## config.mk

```make
export PLATFORM = sky130hd
export DESIGN_NAME = adc_ctl_top
export DESIGN_NICKNAME = d
export VERILOG_FILES = /design/src/adc_ctl_pkg.sv /design/src/adc_ctl_top.sv /design/src/adc_init_sequencer.sv /design/src/adc_reg_writer.sv /design/src/spi_transceiver.sv
export SDC_FILE = /design/constraint.sdc
export NUM_CORES = 1
export LEC_CHECK = 0
export BUFFER_PORTS_ARGS = -buffer_cell sky130_fd_sc_hd__buf_2
export CORE_AREA = 3 3 96 98
export DETAILED_ROUTE_END_ITERATION = 8
export DIE_AREA = 0 0 99 101
export GPL_TIMING_DRIVEN = 0
export HOLD_SLACK_MARGIN = 0.12
export PLACE_DENSITY = 0.7
export REMOVE_ABC_BUFFERS = 1
export SYNTH_ARGS = -nofsm -noshare
export SYNTH_HDL_FRONTEND = slang
export SYNTH_HIERARCHICAL = 1
export SYNTH_SLANG_ARGS = --single-unit
```

## constraint.sdc

```tcl
create_clock -name ctl_clk -period 1.68 [get_ports ctl_clk]
set_clock_uncertainty 0.05 [all_clocks]
set_input_delay 0.252 -clock ctl_clk [delete_from_list [all_inputs] [get_ports ctl_clk]]
set_output_delay 0.252 -clock ctl_clk [all_outputs]
set_load 0.03 [all_outputs]
```

## src/adc_ctl_pkg.sv

```systemverilog
package adc_ctl_pkg;

	//////////////////////////////////////////////////
	// SPI bus

	// ctl_clk cycles per SPI clock half period
	localparam int SPI_CLK_DIV = 5;
	localparam int SPI_DIV_W = 3;	// Holds 0..SPI_CLK_DIV-1

	localparam int SPI_ADDR_W = 8;	// Register address, also one SPI byte
	localparam int SPI_VALUE_W = 16;	// Register value, two bytes
	localparam int SPI_FRAME_BITS = SPI_ADDR_W + SPI_VALUE_W;	// 24 bits per write

	//////////////////////////////////////////////////
	// Power-on microcode

	localparam int UCODE_LEN = 14;	// Steps in the init program
	localparam int UCODE_ADDR_W = 4;

	// Spacing between steps, long enough for one full write
	localparam int STEP_CYCLES = 1024;
	localparam int STEP_CNT_W = 11;

	//////////////////////////////////////////////////
	// Register writer FSM encoding

	localparam int WR_STATE_W = 3;

	localparam logic [WR_STATE_W-1:0] WR_IDLE = 3'd0;	// Chip select high
	localparam logic [WR_STATE_W-1:0] WR_ADDR = 3'd1;	// Kick off address byte
	localparam logic [WR_STATE_W-1:0] WR_HIGH = 3'd2;	// Address out, then value MSB
	localparam logic [WR_STATE_W-1:0] WR_LOW = 3'd3;	// Value LSB
	localparam logic [WR_STATE_W-1:0] WR_CLOSE = 3'd4;	// Wait last byte, release CS

	// Five states in use, codes 5..7 fall back to idle

	// Notes on bus timing
	// SPI mode 0: clock idles low
	// Data launched on falling edge, sampled by the ADC on rising edge
	// One byte = 16 half periods = 16 * SPI_CLK_DIV ctl_clk cycles
	// Frame = address, value[15:8], value[7:0], MSB first
	// CS stays low across all three bytes

endpackage

```

## src/adc_ctl_top.sv

```systemverilog
module adc_ctl_top (
	input  logic ctl_clk,
	input  logic arst_n,

	// Host register port
	input  logic host_wr,
	input  logic [adc_ctl_pkg::SPI_ADDR_W-1:0] host_addr,
	input  logic [adc_ctl_pkg::SPI_VALUE_W-1:0] host_value,
	output logic host_busy,
	output logic host_done,
	output logic init_done,

	// ADC pins
	output logic spi_clk,
	output logic spi_data,
	output logic spi_cs_n,
	output logic pd,
	output logic rst_n
);

	import adc_ctl_pkg::*;

	//////////////////////////////////////////////////
	// Internal links

	logic reg_wr;
	logic [SPI_ADDR_W-1:0] reg_addr;
	logic [SPI_VALUE_W-1:0] reg_value;

	logic shift_en;
	logic shift_done;
	logic [SPI_ADDR_W-1:0] tx_data;	// One byte per shift

	adc_init_sequencer u_seq (
		.ctl_clk(ctl_clk),
		.arst_n(arst_n),
		.host_wr(host_wr),
		.host_addr(host_addr),
		.host_value(host_value),
		.reg_wr(reg_wr),
		.reg_addr(reg_addr),
		.reg_value(reg_value),
		.rst_n(rst_n),
		.pd(pd),
		.init_done(init_done)
	);

	adc_reg_writer u_writer (
		.ctl_clk(ctl_clk),
		.arst_n(arst_n),
		.reg_wr(reg_wr),
		.reg_addr(reg_addr),
		.reg_value(reg_value),
		.reg_busy(host_busy),	// Busy and done go straight to the host
		.reg_done(host_done),
		.spi_cs_n(spi_cs_n),
		.shift_en(shift_en),
		.tx_data(tx_data),
		.shift_done(shift_done)
	);

	spi_transceiver u_spi (
		.ctl_clk(ctl_clk),
		.arst_n(arst_n),
		.shift_en(shift_en),
		.tx_data(tx_data),
		.shift_done(shift_done),
		.spi_clk(spi_clk),
		.spi_data(spi_data)
	);

endmodule

```

## src/adc_init_sequencer.sv

```systemverilog
module adc_init_sequencer (
	input  logic ctl_clk,
	input  logic arst_n,

	// Host register writes, honoured after init
	input  logic host_wr,
	input  logic [adc_ctl_pkg::SPI_ADDR_W-1:0] host_addr,
	input  logic [adc_ctl_pkg::SPI_VALUE_W-1:0] host_value,

	// To the register writer
	output logic reg_wr,
	output logic [adc_ctl_pkg::SPI_ADDR_W-1:0] reg_addr,
	output logic [adc_ctl_pkg::SPI_VALUE_W-1:0] reg_value,

	// ADC control pins and status
	output logic rst_n,
	output logic pd,
	output logic init_done
);

	import adc_ctl_pkg::*;

	logic [UCODE_ADDR_W-1:0] step_idx;	// Current microcode line
	logic [STEP_CNT_W-1:0] step_cnt;
	logic step_fire;

	// Decoded microcode line
	logic uc_wr;
	logic [SPI_ADDR_W-1:0] uc_reg;
	logic [SPI_VALUE_W-1:0] uc_val;
	logic uc_rst_n;
	logic uc_pd;

	assign step_fire = !init_done && (step_cnt == STEP_CNT_W'(STEP_CYCLES - 1));

	//////////////////////////////////////////////////
	// Power-on microcode ROM

	always_comb begin
		uc_wr = 1'b0;
		uc_reg = '0;
		uc_val = '0;
		uc_rst_n = 1'b1;	// Pins idle: out of reset, powered up
		uc_pd = 1'b0;
		case (step_idx)
			4'd0: uc_rst_n = 1'b0;	// Reset pulse
			4'd1: uc_rst_n = 1'b1;
			4'd2: uc_pd = 1'b1;	// Power-down cycle
			4'd3: uc_pd = 1'b0;
			4'd4: begin	// Single channel mode, no clock divide
				uc_wr = 1'b1;
				uc_reg = 8'h31;
				uc_val = 16'h0001;
			end
			4'd5: uc_pd = 1'b1;	// Power-down cycle
			4'd6: uc_pd = 1'b0;
			4'd7: begin	// Input select, ADC 1 and 2
				uc_wr = 1'b1;
				uc_reg = 8'h3a;
				uc_val = 16'h0202;
			end
			4'd8: begin	// Input select, ADC 3 and 4
				uc_wr = 1'b1;
				uc_reg = 8'h3b;
				uc_val = 16'h0202;
			end
			4'd9: begin
				uc_wr = 1'b1;
				uc_reg = 8'h53;
				uc_val = 16'h0000;
			end
			4'd10: uc_pd = 1'b1;	// Power-down cycle
			4'd11: uc_pd = 1'b0;
			4'd12: begin
				uc_wr = 1'b1;
				uc_reg = 8'h56;
				uc_val = 16'h0008;
			end
			4'd13: begin
				uc_wr = 1'b1;
				uc_reg = 8'h30;
				uc_val = 16'h00ff;
			end
			default: ;	// Past the end, defaults hold
		endcase
	end

	//////////////////////////////////////////////////
	// Step timer and pin drivers

	always_ff @(posedge ctl_clk or negedge arst_n) begin
		if (!arst_n) begin
			step_cnt <= '0;
			step_idx <= '0;
			reg_wr <= 1'b0;
			rst_n <= 1'b1;
			pd <= 1'b0;
			init_done <= 1'b0;
		end else begin
			reg_wr <= 1'b0;
			if (init_done) begin
				reg_wr <= host_wr;	// Host path, one cycle late
			end else if (step_fire) begin
				step_cnt <= '0;
				step_idx <= step_idx + UCODE_ADDR_W'(1);
				reg_wr <= uc_wr;
				rst_n <= uc_rst_n;
				pd <= uc_pd;
				if (step_idx == UCODE_ADDR_W'(UCODE_LEN - 1))
					init_done <= 1'b1;	// Timer stops here
			end else begin
				step_cnt <= step_cnt + STEP_CNT_W'(1);
			end
		end
	end

	// Write payload follows the strobe source
	always_ff @(posedge ctl_clk) begin
		if (init_done) begin
			reg_addr <= host_addr;
			reg_value <= host_value;
		end else if (step_fire) begin
			reg_addr <= uc_reg;
			reg_value <= uc_val;
		end
	end

endmodule

```

## src/adc_reg_writer.sv

```systemverilog
module adc_reg_writer (
	input  logic ctl_clk,
	input  logic arst_n,

	// Register write request
	input  logic reg_wr,
	input  logic [adc_ctl_pkg::SPI_ADDR_W-1:0] reg_addr,
	input  logic [adc_ctl_pkg::SPI_VALUE_W-1:0] reg_value,
	output logic reg_busy,
	output logic reg_done,

	// Toward the ADC and the byte shifter
	output logic spi_cs_n,
	output logic shift_en,
	output logic [adc_ctl_pkg::SPI_ADDR_W-1:0] tx_data,
	input  logic shift_done
);

	import adc_ctl_pkg::*;

	logic [WR_STATE_W-1:0] state;
	logic [SPI_FRAME_BITS-1:0] frame_q;	// Address and value, latched at accept

	assign reg_busy = (state != WR_IDLE);

	//////////////////////////////////////////////////
	// Frame sequencing

	always_ff @(posedge ctl_clk or negedge arst_n) begin
		if (!arst_n) begin
			state <= WR_IDLE;
			spi_cs_n <= 1'b1;
			shift_en <= 1'b0;
			reg_done <= 1'b0;
		end else begin
			shift_en <= 1'b0;
			reg_done <= 1'b0;
			case (state)
				WR_IDLE: begin
					if (reg_wr) begin	// Requests while busy never get here
						spi_cs_n <= 1'b0;
						state <= WR_ADDR;
					end
				end
				WR_ADDR: begin
					shift_en <= 1'b1;
					state <= WR_HIGH;
				end
				WR_HIGH: begin
					if (shift_done) begin
						shift_en <= 1'b1;
						state <= WR_LOW;
					end
				end
				WR_LOW: begin
					if (shift_done) begin
						shift_en <= 1'b1;
						state <= WR_CLOSE;
					end
				end
				WR_CLOSE: begin
					if (shift_done) begin
						reg_done <= 1'b1;	// Same cycle as CS rising
						spi_cs_n <= 1'b1;
						state <= WR_IDLE;
					end
				end
				default: state <= WR_IDLE;
			endcase
		end
	end

	//////////////////////////////////////////////////
	// Frame data and byte select

	always_ff @(posedge ctl_clk) begin
		if (state == WR_IDLE && reg_wr)
			frame_q <= {reg_addr, reg_value};
		if (state == WR_ADDR)
			tx_data <= frame_q[SPI_FRAME_BITS-1 -: SPI_ADDR_W];
		else if (state == WR_HIGH && shift_done)
			tx_data <= frame_q[SPI_VALUE_W-1 -: SPI_ADDR_W];	// Value MSB
		else if (state == WR_LOW && shift_done)
			tx_data <= frame_q[SPI_ADDR_W-1:0];
	end

endmodule

```

## src/spi_transceiver.sv

```systemverilog
module spi_transceiver (
	input  logic ctl_clk,
	input  logic arst_n,

	// Byte request from the register writer
	input  logic shift_en,
	input  logic [adc_ctl_pkg::SPI_ADDR_W-1:0] tx_data,
	output logic shift_done,

	// Serial side
	output logic spi_clk,
	output logic spi_data
);

	import adc_ctl_pkg::*;

	logic busy;	// Byte in flight
	logic [SPI_DIV_W-1:0] div_cnt;	// Half period divider
	logic [3:0] half_cnt;	// 16 half periods per byte
	logic [SPI_ADDR_W-1:0] sreg;	// Remaining bits, MSB next

	logic load;
	logic tick;
	logic fall;
	logic last;

	assign load = shift_en && !busy;
	assign tick = busy && (div_cnt == SPI_DIV_W'(SPI_CLK_DIV - 1));	// End of a half period
	assign fall = tick && spi_clk;	// Clock about to drop
	assign last = (half_cnt == 4'(2 * SPI_ADDR_W - 1));

	//////////////////////////////////////////////////
	// Clock generation and bit timing

	always_ff @(posedge ctl_clk or negedge arst_n) begin
		if (!arst_n) begin
			busy <= 1'b0;
			div_cnt <= '0;
			half_cnt <= '0;
			spi_clk <= 1'b0;	// Mode 0 idle level
			spi_data <= 1'b0;
			shift_done <= 1'b0;
		end else begin
			shift_done <= 1'b0;
			if (load) begin
				busy <= 1'b1;
				div_cnt <= '0;
				half_cnt <= '0;
				spi_data <= tx_data[SPI_ADDR_W-1];	// MSB valid before first rise
			end else if (tick) begin
				div_cnt <= '0;
				spi_clk <= ~spi_clk;
				half_cnt <= half_cnt + 4'd1;
				if (fall) begin
					if (last) begin
						busy <= 1'b0;	// Eighth rise done, clock back low
						shift_done <= 1'b1;
					end else begin
						spi_data <= sreg[SPI_ADDR_W-1];	// Next bit on falling edge
					end
				end
			end else if (busy) begin
				div_cnt <= div_cnt + SPI_DIV_W'(1);
			end
		end
	end

	//////////////////////////////////////////////////
	// Shift register

	always_ff @(posedge ctl_clk) begin
		if (load)
			sreg <= {tx_data[SPI_ADDR_W-2:0], 1'b0};	// MSB already on the pin
		else if (fall && !last)
			sreg <= {sreg[SPI_ADDR_W-2:0], 1'b0};
	end

endmodule

```

==> results of run 1 <==
==> layout make-up <==
| cell class | count | area share [%] |
|---|---|---|
| clock buffers | 9 | 2.36 |
| clock inverters | 7 | 1.59 |
| inverters | 17 | 1.29 |
| multi-input cells | 212 | 29.4 |
| flip-flops and latches | 99 | 53.4 |
| well taps | 108 | 2.57 |
| repair buffers | 67 | 9.21 |
| repair inverters | 1 | 0.143 |
==> per-stage QoR <==
| stage | TNS [ns] | total power (µW) | utilization, % | cells | hold WS [ns] |
|---|---|---|---|---|---|
| floorplan | -7.23 | 2620 | - | 325 | -0.0936 |
| global placement | -25.20 | 2670 | 53.7 | 467 | 0.352 |
| detailed placement | -27.73 | 2670 | 53.7 | 467 | 0.355 |
| CTS | 0 | 4200 | 60.3 | 512 | 0.120 |
| global route | -0.0692 | 4310 | 61.5 | 520 | 0.132 |
| finish | 0 | 4160 | 61.5 | 520 | 0.142 |
==> state kept, by name (all words and copies together), names as in the netlist, 3 cells and up <==
register          count
u_spi/div_cnt         3
u_spi/half_cnt        4
u_writer/state        3
u_seq/step_cnt       11
u_writer/frame_q     24
u_seq/step_idx        4
u_seq/reg_value      16
u_seq/reg_addr        8
u_spi/sreg            7
u_writer/tx_data      8
==> power breakdown <==
part	internal (µW)	switching [µW]
clock network	594	914
logic	51.4	34.4
registers	2570	0
==> routing by layer <==
layer | track usage (%) | part of all wire, %
met5 | 0 | 0
met4 | 4.94 | 1.8
met3 | 5.12 | 4.5
met2 | 29.3 | 52
met1 | 20.2 | 42
==> how the worst min path moves through the flow <==
| stage | endpoint | cells after the start |
|---|---|---|
| floorplan | u_seq/init_done$_DFF_PN0_ | 0 |
| global placement | u_spi/div_cnt[0]$_DFFE_PN0P_ | 1 |
| detailed placement | u_spi/div_cnt[0]$_DFFE_PN0P_ | 1 |
| CTS | u_seq/reg_value[15]$_SDFFCE_PN0P_ | 2 |
| global route | u_seq/reg_value[8]$_SDFFCE_PN0P_ | 2 |
| finish | u_seq/reg_value[0]$_DFFE_PP_ | 2 |
==> layout by cell type (no fill, tap or decap), drive strengths merged, types with 3 or more instances in the layout <==
master       synthesis  final
edfxtp              63     63
dlygate4sd3          0     20
a21o                 5      5
mux2i               10     10
dfrtp               34     34
nand3b               4      4
nor2                17     17
mux2                 5      5
xnor2                7      7
nand4                4      4
clkbuf               4      9
nand3                9      9
nand2               52     52
inv                 17     19
xor2                 4      4
clkinv               0      4
a21oi               14     14
and3                 3      3
nor2b                3      3
ha                   8      8
o21ai                9      9
and2                10     10
nor3                 9      9
or2                  2      5
buf                 12     47
==> cell families (layout without fill, tap and decap cells) <==
| group | count (synthesis) | after routing |
|---|---|---|
| compound gates | 48 | 48 |
| xor+xnor | 11 | 11 |
| fa+ha+maj | 8 | 8 |
| mux | 15 | 15 |
| flops | 99 | 99 |
| buf+inv | 33 | 101 |
| simple gates | 127 | 130 |
==> worst register-to-register path: stages (launching register included) <==
cell and delay [ns]:
dfrtp_2 0.44, inv_2 0.08, ha_4 0.18, mux2_2 0.26, and3_4 0.18, a211o_1 0.23
==> timing repair <==
item / 4_1_cts / 5_1_grt
pin swaps: 4 / 2
setup buffers: 9 / 4
resized for setup: 27 / 10
cloned: 4 / 0
setup endpoints to repair: 101 / 70
endpoints found under the hold margin: 49 / 4
hold buffers: 16 / 4
==> results.tsv, run 1 <==
metric	value	unit
status	finished clean	
IO Pins	35	
global-route wire length before repair	13200	µm
Post-route DRC	0	
Max Cap Viol	0	
sequential area share after synthesis	63.5	%
Slew Limit Fails	0	
main combinational cell family by area after synthesis	simple AND/OR/NAND/NOR gates	
die area	0.0100	mm²
fin worst setup slack	0.0337	ns
num rows	34	
Crit path max-delay family	flip-flops	
reg2reg setup slack	0.03	ns
worst flop-to-flop path startpoint	u_seq/step_idx[0]$_DFFE_PN0P_	
worst r2r dst	u_seq/reg_addr[5]$_DFFE_PP_	
Num CTS Buffers	9	
port buffer count	34	
pwr/cell area	791	mW/mm²
Yosys cell types	62	
wirelength, routed	8110	µm
crit path cell chain	inv_2 -> ha_4 -> mux2_2 -> and3_4 -> a211o_1	
Multi-input gate area	0.00155	mm²
vias in the first global route	2768	
area grow syn2layout	19.4	%
VDD IR max	484	µV
filler instances	652	
Clock Path Buffers	2	
FF/Latch Area	0.00281	mm²
total global-route track usage	16.8	%
vias per inst	5.33	
HP Class	in -> reg	
CP max stage delay	0.44	ns
Post-Synth XOR/XNOR Area	2.19	%
area of the mapped netlist	0.00440	mm²
Post-Synth Adder-Cell Area	2.27	%
Final setup viols	0	
cell count after synthesis	341	
Synth Area in Compound Gates	8.04	%
endpoint class of the critical path	register	
Detailed Routing Iterations Pass 1	4	
post-synthesis simple-gate area fraction	16.3	%
clock latency on the worst-skew pair	0.36	ns
Stages on worst setup path	5	
DP Area	0.00459	mm²
post-DP HPWL	4760	µm
Final #Nets	442	
CP Max Fanout	5	
largest net degree at the start of global routing	37	
Worst Path Required	1.76	ns
actual slew at the worst max-slew pin	0.809	ns
Bufs and invs on worst path	1	
type of the worst setup path	reg -> reg	
slowest cell on the critical path	dfrtp_2	
RePlAce Congestion	0.848	
ys async rst share	36.4	%
leak pwr	0.00209	µW
starting DRC count in detailed routing	108	
mux share of post-synthesis cell area	3.55	%
crit start category	register	
slew margin rel.	46.1	%
initial antenna violation count	0	
Area contributors post-synth	edfxtp_1, dfrtp_1, nand2_1, ha_1, mux2i_1	
chip height	101	µm
top_reg_cell synth	edfxtp_1	
count of final hold-check violations	0	
share of the synthesized area in the top cell type	43.0	%
initial core utilization	51.5	%
Final Cell Area	0.00526	mm²
WL/cell	15.6	µm
min Tclk post-route	1.65	ns
CTS tree	yes	
period utilization	98.0	%
CP Data Arrival Time	1.73	ns
worst hold start	host_value[0]	
final antenna diode count	0	
GR Overflow Total	0	
Sink Count	99	
Avg Synthesized Cell Area	12.9	µm²
top cells by count, synth	edfxtp_1, nand2_1, dfrtp_1	
number of flops mapped to enable cells by yosys	63	
crit path to	u_seq/reg_addr[5]$_DFFE_PP_	
dpl ws	-0.487	ns
clk root buf	clkbuf_8	
largest area contributor in the netlist	edfxtp_1	
RSZ-0062 raised after global routing	true	
worst reg2reg path depth	5	
count leader, synth	edfxtp_1	
Post-DRT Antenna Nets	0	
flops & latches, synth	99	
Clock Pin Slew Worst Setup and Hold Paths	0.11	ns
die width	99	µm
max frequency	0.607	GHz
H-tree levels	3	
Crit. Startpoint	u_seq/step_idx[0]$_DFFE_PN0P_	
via count	2774	
share of cells above drive strength 1	28.9	%
Yosys warning count	6	
Core ar.	0.00855	mm²
(Power assumes the default switching activity.)
==> run 2, diff against run 1 <==
--- a/config.mk
+++ b/config.mk
@@ -6,9 +6,11 @@
 export NUM_CORES = 1
 export LEC_CHECK = 0
 export BUFFER_PORTS_ARGS = -buffer_cell sky130_fd_sc_hd__buf_2
-export CORE_AREA = 3 3 96 98
+export CELL_PAD_IN_SITES_DETAIL_PLACEMENT = 1
+export CELL_PAD_IN_SITES_GLOBAL_PLACEMENT = 1
+export CORE_AREA = 3 3 105 107
 export DETAILED_ROUTE_END_ITERATION = 8
-export DIE_AREA = 0 0 99 101
+export DIE_AREA = 0 0 108 110
 export GPL_TIMING_DRIVEN = 0
 export HOLD_SLACK_MARGIN = 0.12
 export PLACE_DENSITY = 0.7
==> run 2 against run 1 <==
Via count rose by 2.8%; register-to-register slack barely moved; worst setup slack worse by 0.0078 ns; largest cell class unchanged.
==> results.tsv, run 2 (synthesis results as in run 1) <==
metric	value	unit
status	finished clean	
actual slew at the worst max-slew pin	0.850	ns
fin worst setup slack	0.0259	ns
area grow syn2layout	21.3	%
reg2reg setup slack	0.03	ns
leak pwr	0.00209	µW
Largest register FFs	24	
GR Util met2	29.8	%
commonest non-fill, non-tap cells in the layout	edfxtp_1, nand2_1, buf_2	
CTS tree	yes	
post-DP HPWL	5550	µm
setup TNS	0	ns
CP max stage delay	0.47	ns
count of final hold-check violations	0	
Clock Path Buffers	2	
Clock Pin Slew Worst Setup and Hold Paths	0.10	ns
vias in the first global route	2991	
Final #Nets	445	
max frequency	0.605	GHz
CP Max Fanout	7	
Post-route DRC	0	
Core ar.	0.0102	mm²
crit start category	register	
clk root buf	clkbuf_8	
die area	0.0119	mm²
GR Overflow Total	0	
initial antenna violation count	0	
RSZ-0062 raised after global routing	true	
type of the worst setup path	reg -> reg	
GR Util met3	4.43	%
period utilization	98.5	%
Worst Path Required	1.75	ns
Slew Limit Fails	0	
GR Util met1	19.8	%
Sink Count	99	
total global-route track usage	16.5	%
IO Pins	35	
filler instances	1064	
min Tclk post-route	1.65	ns
clock latency on the worst-skew pair	0.37	ns
FF/Latch Area	0.00281	mm²
wirelength, routed	9650	µm
CP Data Arrival Time	1.73	ns
starting DRC count in detailed routing	105	
Power Total	4160	µW
Post-DRT Antenna Nets	0	
chip height	110	µm
H-tree levels	3	
initial core utilization	43.0	%
Final setup viols	0	
endpoint class of the critical path	register	
Largest Register	u_writer/frame_q	
vias per inst	5.18	
most common cell after layout, fill and taps aside	edfxtp_1	
crit path cell chain	ha_4 -> mux2_2 -> and3_4 -> a211o_1	
final antenna diode count	0	
grt peak-use layer	met2	
Detailed Routing Iterations Pass 1	6	
Multi-input gate area	0.00158	mm²
Num CTS Buffers	9	
via count	2853	
HP Class	in -> reg	
pwr/cell area	778	mW/mm²
num rows	37	
RePlAce Congestion	0.740	
Max Cap Viol	0	
slew margin rel.	43.3	%
largest net degree at the start of global routing	37	
share of cells above drive strength 1	30.6	%
slowest cell on the critical path	dfrtp_2	
VDD IR max	359	µV
WL/cell	17.5	µm
global-route wire length before repair	15000	µm
die width	108	µm
Regs by FF count	u_writer/frame_q x24, u_seq/reg_value x16, u_seq/step_cnt x11	
dpl ws	-0.579	ns
port buffer count	34	
[run 2: worst paths after layout]
kind,start,endpoint,depth (start not counted)
worst min-delay path,host_value[12],u_seq/reg_value[12]$_SDFFCE_PN0P_,2
min in group asynchronous,arst_n,u_spi/div_cnt[0]$_DFFE_PN0P_,2
max in group asynchronous,arst_n,u_seq/init_done$_DFF_PN0_,2
worst max-delay path,u_seq/step_idx[0]$_DFFE_PN0P_,u_seq/reg_addr[5]$_DFFE_PP_,4
worst max register to register,u_seq/step_idx[0]$_DFFE_PN0P_,u_seq/reg_addr[5]$_DFFE_PP_,4
worst min register to register,u_seq/reg_value[5]$_DFFE_PP_,u_writer/frame_q[5]$_DFFE_PP_,0
[run 2: timing repair]
item | CTS | global route
endpoints found under the hold margin | 51 | 0
endpoints found under the setup margin | 104 | 66
gates cloned | 5 | 0
buffers inserted | 7 | 10
pin swaps | 6 | 7
gates resized for setup | 29 | 16
hold buffers | 18 | 0
[run 2: power breakdown]
group / switching, µW / internal (µW)
logic: 33.3 / 48.2
clock network: 830 / 681
registers: 0 / 2570
total: 863 / 3290
[run 2: routing by layer]
layer | up-vias | share of wire (%)
li1 | 1356 | -
met1 | 1447 | 43
met2 | 40 | 54
met3 | 10 | 2.9
met4 | 0 | 1.0
met5 | - | 0
[run 2: final cells by class]
| cell class | count | area share [%] |
|---|---|---|
| multi-input combinational | 212 | 29.6 |
| timing repair inverter | 2 | 0.281 |
| clock inverter | 7 | 1.29 |
| sequential | 99 | 52.6 |
| inverter | 17 | 1.38 |
| tap | 136 | 3.19 |
| clock buffer | 9 | 2.32 |
| timing repair buffer | 69 | 9.37 |
[run 2: worst max-delay path: cells and delay by family (launching register included)]
family	cells	cell delay, ns
DFF	1	0.47
adders and majority gates	1	0.21
muxes	1	0.27
AOI/OAI and AO/OA	1	0.22
and+or+nand+nor	1	0.18
[run 2: through the flow]
stage                     area [µm²]  hold WS (ns)  instances  utilization (%)
after floorplan                 4280       -0.0936        325                -
after global placement          4620         0.353        495             45.2
after detailed placement        4620         0.356        495             45.2
after CTS                       5190         0.131        541             50.7
after global routing            5340         0.120        551             52.2
final                           5340         0.142        551             52.2
